==> src/vision_pkg.sv <==
package vision_pkg;

    // ==============================
    // Basic widths
    // ==============================

    // Grayscale pixel
    localparam int PIX_W = 8;
    // Kernel coefficient, two's complement
    localparam int COEF_W = 8;
    // 3x3 window
    localparam int TAPS = 9;

    typedef logic [PIX_W-1:0] pixel_t;
    typedef logic signed [COEF_W-1:0] coef_t;

    // Row-major kernel, element 0 is top-left and sits in bits [7:0]
    typedef coef_t [TAPS-1:0] kernel_t;

    // Pixel counter for statistics
    typedef logic [15:0] count_t;

    // ==============================
    // Stream beat
    // ==============================

    // One pixel on a stream with frame markers
    typedef struct packed {
        pixel_t data;
        // First pixel of frame
        logic   sof;
        // Last pixel of frame
        logic   eof;
    } pix_beat_t;

    // Capture buffer FSM
    typedef enum logic [1:0] {
        idle,
        capture,
        replay
    } filt_state_t;

endpackage
==> src/pixel_statistics.sv <==
module pixel_statistics #(
    parameter int MIN_BLOB_AREA = 500,
    parameter int MAX_BLOB_AREA = 50000
) (
    input  logic                  clk,
    input  logic                  rst_n,

    // Replayed frame
    input  logic                  rd_valid,
    output logic                  rd_ready,
    input  vision_pkg::pix_beat_t rd_beat,

    input  vision_pkg::pixel_t    threshold,

    // Per-frame result
    output vision_pkg::count_t    white_count,
    output logic                  crossing_detected,
    output logic                  detection_valid
);

    vision_pkg::count_t acc;
    vision_pkg::count_t acc_nxt;
    logic               rd_fire;
    logic               hit;
    logic               in_window;

    // Never back-pressures the replay
    assign rd_ready = 1'b1;
    assign rd_fire  = rd_valid && rd_ready;

    // ==============================
    // Accumulate
    // ==============================

    // White pixel at or above threshold
    assign hit = (rd_beat.data >= threshold);

    // sof restarts the count with the current beat
    assign acc_nxt = (rd_beat.sof ? vision_pkg::count_t'(0) : acc)
                   + vision_pkg::count_t'(hit);

    always_ff @(posedge clk or negedge rst_n) begin
        if (!rst_n) begin
            acc <= '0;
        end else if (rd_fire) begin
            acc <= acc_nxt;
        end
    end

    // Area window, both bounds inclusive
    assign in_window = (acc_nxt >= vision_pkg::count_t'(MIN_BLOB_AREA))
                    && (acc_nxt <= vision_pkg::count_t'(MAX_BLOB_AREA));

    // ==============================
    // Result
    // ==============================

    // Strobe for one cycle after eof, values held until next frame
    always_ff @(posedge clk or negedge rst_n) begin
        if (!rst_n) begin
            white_count       <= '0;
            crossing_detected <= 1'b0;
            detection_valid   <= 1'b0;
        end else begin
            detection_valid <= 1'b0;
            if (rd_fire && rd_beat.eof) begin
                white_count       <= acc_nxt;
                crossing_detected <= in_window;
                detection_valid   <= 1'b1;
            end
        end
    end

endmodule

==> config.mk <==
export PLATFORM = sky130hd
export DESIGN_NAME = pixel_statistics
export DESIGN_NICKNAME = d
export VERILOG_FILES = /design/src/vision_pkg.sv /design/src/pixel_statistics.sv
export SDC_FILE = /design/constraint.sdc
export NUM_CORES = 1
export LEC_CHECK = 0
export ABC_AREA = 1
export BUFFER_PORTS_ARGS = -buffer_cell sky130_fd_sc_hd__clkbuf_2
export CORE_MARGIN = 2
export CORE_UTILIZATION = 56
export CTS_CLUSTER_DIAMETER = 120
export DETAILED_ROUTE_END_ITERATION = 12
export PLACE_DENSITY = 0.8
export SETUP_SLACK_MARGIN = 0.02
export SYNTH_ARGS = -nofsm -noshare
export SYNTH_HDL_FRONTEND = slang
export SYNTH_SLANG_ARGS = --single-unit
==> constraint.sdc <==
create_clock -name clk -period 2.2 [get_ports clk]
set_input_delay 0 -clock clk [delete_from_list [all_inputs] [get_ports clk]]
set_output_delay 0 -clock clk [all_outputs]
set_load 0.02 [all_outputs]
---- Word-level counts from Yosys, hierarchy flattened ----
Index checks and enable logic that the tools add are counted.
Widths: inputs -> output; s select.
word-level totals
  register bits ........................... 34
  input port bits ......................... 21
  output and inout port bits .............. 19
  word-level logic and storage cells ...... 12
cells by class
  add/subtract/negate cells ............... 1
  $lt $le $gt $ge ......................... 3
  muxes and demuxes ....................... 2
  reductions and logical operators ........ 2
operators with widths
  operator              number
  $add 16x1->16         1
  $ge 16x9->1 const B   1
  $le 16x16->1 const B  1
  $mux 16               1
  $ge 8x8->1            1
  $logic_and 1x1->1     2
  $mux 1                1

---- Logic depth before layout (Yosys ltp) ----
  depth in word-level cells ............... 4
  depth in mapped cells ................... 23
  gate-level depth less buffers ........... 23

---- Worst setup path after synthesis ----
No wires, ideal clock.
  kind .................................... input -> register
  start ................................... input port threshold[7]
  end ..................................... register crossing_detected
  setup time .............................. 116 ps
  arrival time ............................ 1998 ps
  required time ........................... 2084 ps
  setup slack ............................. 86 ps
  stages .................................. 21
  buffers on the path ..................... 0
  cell sequence ........................... inv_1 ha_1 nand2_1 nor2_1 nand4_1 o2111ai_1 ha_1 ha_1 nand2_4 nor2_8 nand2_4 nor2_8 nand3_2 nand2_2 nand3_2 nor2_1 nand2_1 nand2_1 nand2_1 nand2_1 nand2_1
on the way
  cells in the longest elaborated chain, start to end .. 4
  elaborated cells between the ends (all ways) .. 5
  those cells by class .................... 1 x add/sub; 3 x order compare; 1 x reduce/logical
ends and longest elaborated chain
  element                                      RTL line                                        source
  from (decl)                                  pixel_statistics.sv:13                          input vision_pkg::pixel_t threshold,
  $ge 8x8->1 (*)                               pixel_statistics.sv:36                          assign hit = (rd_beat.data >= threshold);
  $add 16x1->16 (*)                            pixel_statistics.sv:40                          + vision_pkg::count_t'(hit);
  $ge 16x9->1 or $le 16x16->1 (tied branches)  pixel_statistics.sv:51, pixel_statistics.sv:52
  $logic_and 1x1->1 (*)                        pixel_statistics.sv:52                          && (acc_nxt <= vision_pkg::count_t'(MAX_BLOB_AREA));
  to (signal assigned)                         pixel_statistics.sv:68                          crossing_detected <= in_window;
  to (decl)                                    pixel_statistics.sv:17                          output logic crossing_detected,
Mark *: on every way between the ends. The rest lies on a longest branch, timed or not.
A chain may end at the register's enable or synchronous reset.

---- Worst setup path after layout ----
  start ................................... input port threshold[5]
  end ..................................... register crossing_detected
Same word-level chain as after synthesis.

==> out/results.ini <==
[run_status]
status=completed

[routing]
drt-vias-per-instance=5.03
detail-route-antenna-nets=0
drt-wirelength-per-cell_um=12.6
first_pass_iters=4
vias=2062
drtIter0Drc=121
routed_wl_um=5160
route.detailed.drc=0

[placed_design]
dp_hpwl_um=3790
place_ws_ns=-0.240
io_buffer_count=38
gp_congestion=0.871

[timing]
max_freq_ghz=0.497
drv_slew=0
hold_slack_ns=0.0791
slew_headroom=0.433
setup_violations=0
hold_viol=0
period_share=0.914
finalCriticalPeriod_ns=2.01
rsz0062_at_grt=false
fin_worst_skew_ns=0.00445
worst_pin_slew_ns=0.850
fin_ws_ns=0.189

[synth]
syn-cell-area_sq_um=2250
synthCells=303
syn_area_per_cell_sq_um=7.42
syn_nets=334
yosysWarnings=0
yosys.area.top_type=dfrtp_1
yosysUniqueCellTypes=27
synth_top_area_frac=0.378
synthTopCellsByArea=dfrtp_1 38%, nand2_1 15%, inv_1 6.7%, o21ai_0 6.5%, ha_1 5.6%
ys_seq_area_frac=0.378
synth-seq-cells=34

[critical_path]
critical_path_peak_fanout=4
r2r_cells=15
path_class=input port to flip-flop
worstPathArrival_ns=2.19
worstPathRequired_ns=2.38
start_kind=input port
critPathCaptureType=flip-flop

[clocking]
clk_pin_slew_worst_paths_ns=0.07
cts_tree=built
cts_buffers=5
clk_latency_ns=0.29
clkSinkCount=34
post_cts_buffers=0
cts_root_buffer=clkbuf_8
h-tree-depth=2
cts_buffer_depth=2

[global_route]
busiest_layer=met2
grt_usage=0.245
grt_max_degree=35
grtUsageMet1=0.319
grt_pass1_wl_um=8210
overflow=0
use_met2=0.396
antenna_found_initial=0
grt_pass1_vias=1854
met3_usage=0.0683

[layout]
n_fill_cell=336
diodes=0
nets=391
synthToLayoutAreaGrowth_pct=23.9
drive_gt1_frac=0.292
final_cell_mix=87 x nand2_1, 40 x inv_1, 38 x clkbuf_2
layout_commonest_cell=nand2_1
multi_input_area_sq_um=1240
ff_latch_area_sq_um=851

[pwr]
power.density_nw_per_um2=521
ir_drop_mv=0.350
p_leak_nw=1.52

[die]
coreArea_sq_um=3940
die_y_um=67.4
io_pins=40
die_w_um=67.4
start_util=0.571
die-area_sq_um=4540
rows=23

[flow_run]
maxCapViolCount=0

[min_path]
hold_path.class=input port to flip-flop
hold_depth=3

## sequential cells by signal, summed over array words and instances, names as in the netlist
signal / count
white_count: 16
crossing_detected: 1
acc: 16
detection_valid: 1
## worst paths after layout
kind | from | end | slack, ns
min | rd_beat[0] | detection_valid$_DFF_PN0_ | 0.08
min reg2reg | white_count[0]$_DFFE_PN0P_ | white_count[0]$_DFFE_PN0P_ | 0.48
max | threshold[5] | crossing_detected$_DFFE_PN0P_ | 0.19
max in group asynchronous | rst_n | acc[4]$_DFFE_PN0P_ | 1.32
max reg2reg | acc[0]$_DFFE_PN0P_ | crossing_detected$_DFFE_PN0P_ | 0.23
min in group asynchronous | rst_n | white_count[14]$_DFFE_PN0P_ | 0.35
## stage by stage
| stage | power (mW) | utilization | setup TNS [ns] | cells | instance area (sq um) |
|---|---|---|---|---|---|
| finish | 1.45 | 0.707 | 0 | 410 | 2790 |
| global route | 1.52 | 0.707 | 0 | 410 | 2790 |
| CTS | 1.44 | 0.688 | 0 | 410 | 2710 |
| detailed placement | 0.854 | 0.657 | -0.507 | 402 | 2590 |
| global placement | 0.848 | 0.657 | -0.152 | 402 | 2590 |
| floorplan | 0.786 | - | 0 | 303 | 2250 |
## power breakdown
part / total (mW) / switching [mW] / leakage (nW) / internal [mW]
clock: 0.591 / 0.229 / 0.0573 / 0.362
sequential: 0.658 / 0.0111 / 0.465 / 0.647
combinational: 0.203 / 0.127 / 1.00 / 0.0766
## worst max-delay path, stage by stage
cell and delay [ns]:
clkbuf_2 0.07, inv_1 0.05, ha_4 0.26, nand2_1 0.06, nor2_2 0.13, nand4_1 0.13, o2111ai_2 0.09, ha_2 0.23
ha_4 0.15, nand2_4 0.06, nor2_8 0.13, nand2_4 0.08, nor2_8 0.11, nand4_1 0.10, nand2_2 0.12, inv_1 0.06
a21oi_1 0.14, nand3_1 0.09, nand2_1 0.07, nand2_1 0.04
## layout make-up
class	instances	area share
clock inverters	1	0.0108
multi-input cells	216	0.444
flip-flops and latches	34	0.305
well taps	50	0.0224
inverters	45	0.0633
repair buffers	58	0.124
clock buffers	6	0.0296
## routing by layer
layer	routed length, um	vias to the layer above
met5	0	-
met4	95	0
met3	307	13
met2	2440	67
met1	2330	914
li1	-	1068
## synthesized netlist by cell type
cell type and count:
nand3_2 3, nand3b_1 1, a31oi_1 2, clkinv_1 1, nand2_2 5, nand3_1 18
a21oi_1 5, nor2_8 3, clkbuf_1 4, buf_4 1, buf_6 3, o21ai_0 29
nand3_4 2, nor2_1 24, ha_1 10, nand4_1 8, inv_1 40, nand2_4 4
dfrtp_1 34, nor2_2 6, conb_1 1, nand2_1 91, inv_2 3, o2111ai_1 2
inv_8 1, xor2_1 1, nor3_2 1
## repair_timing
item,CTS,global route
resized for setup,0,16
endpoints found under the hold margin,34,0
hold buffers,1,0
endpoints found under the setup margin,0,2
## logic make-up (layout without fill, tap and decap cells)
family | count (synthesis) | after routing | share of synthesized area
buf+inv | 53 | 110 | 0.103
compound gates | 38 | 38 | 0.0890
flops | 34 | 34 | 0.378
fa+ha+maj | 10 | 10 | 0.0556
other cells | 1 | 1 | 0.00167
simple gates | 166 | 166 | 0.368
xor+xnor | 1 | 1 | 0.00389
Power figures use the tool's default switching activity.
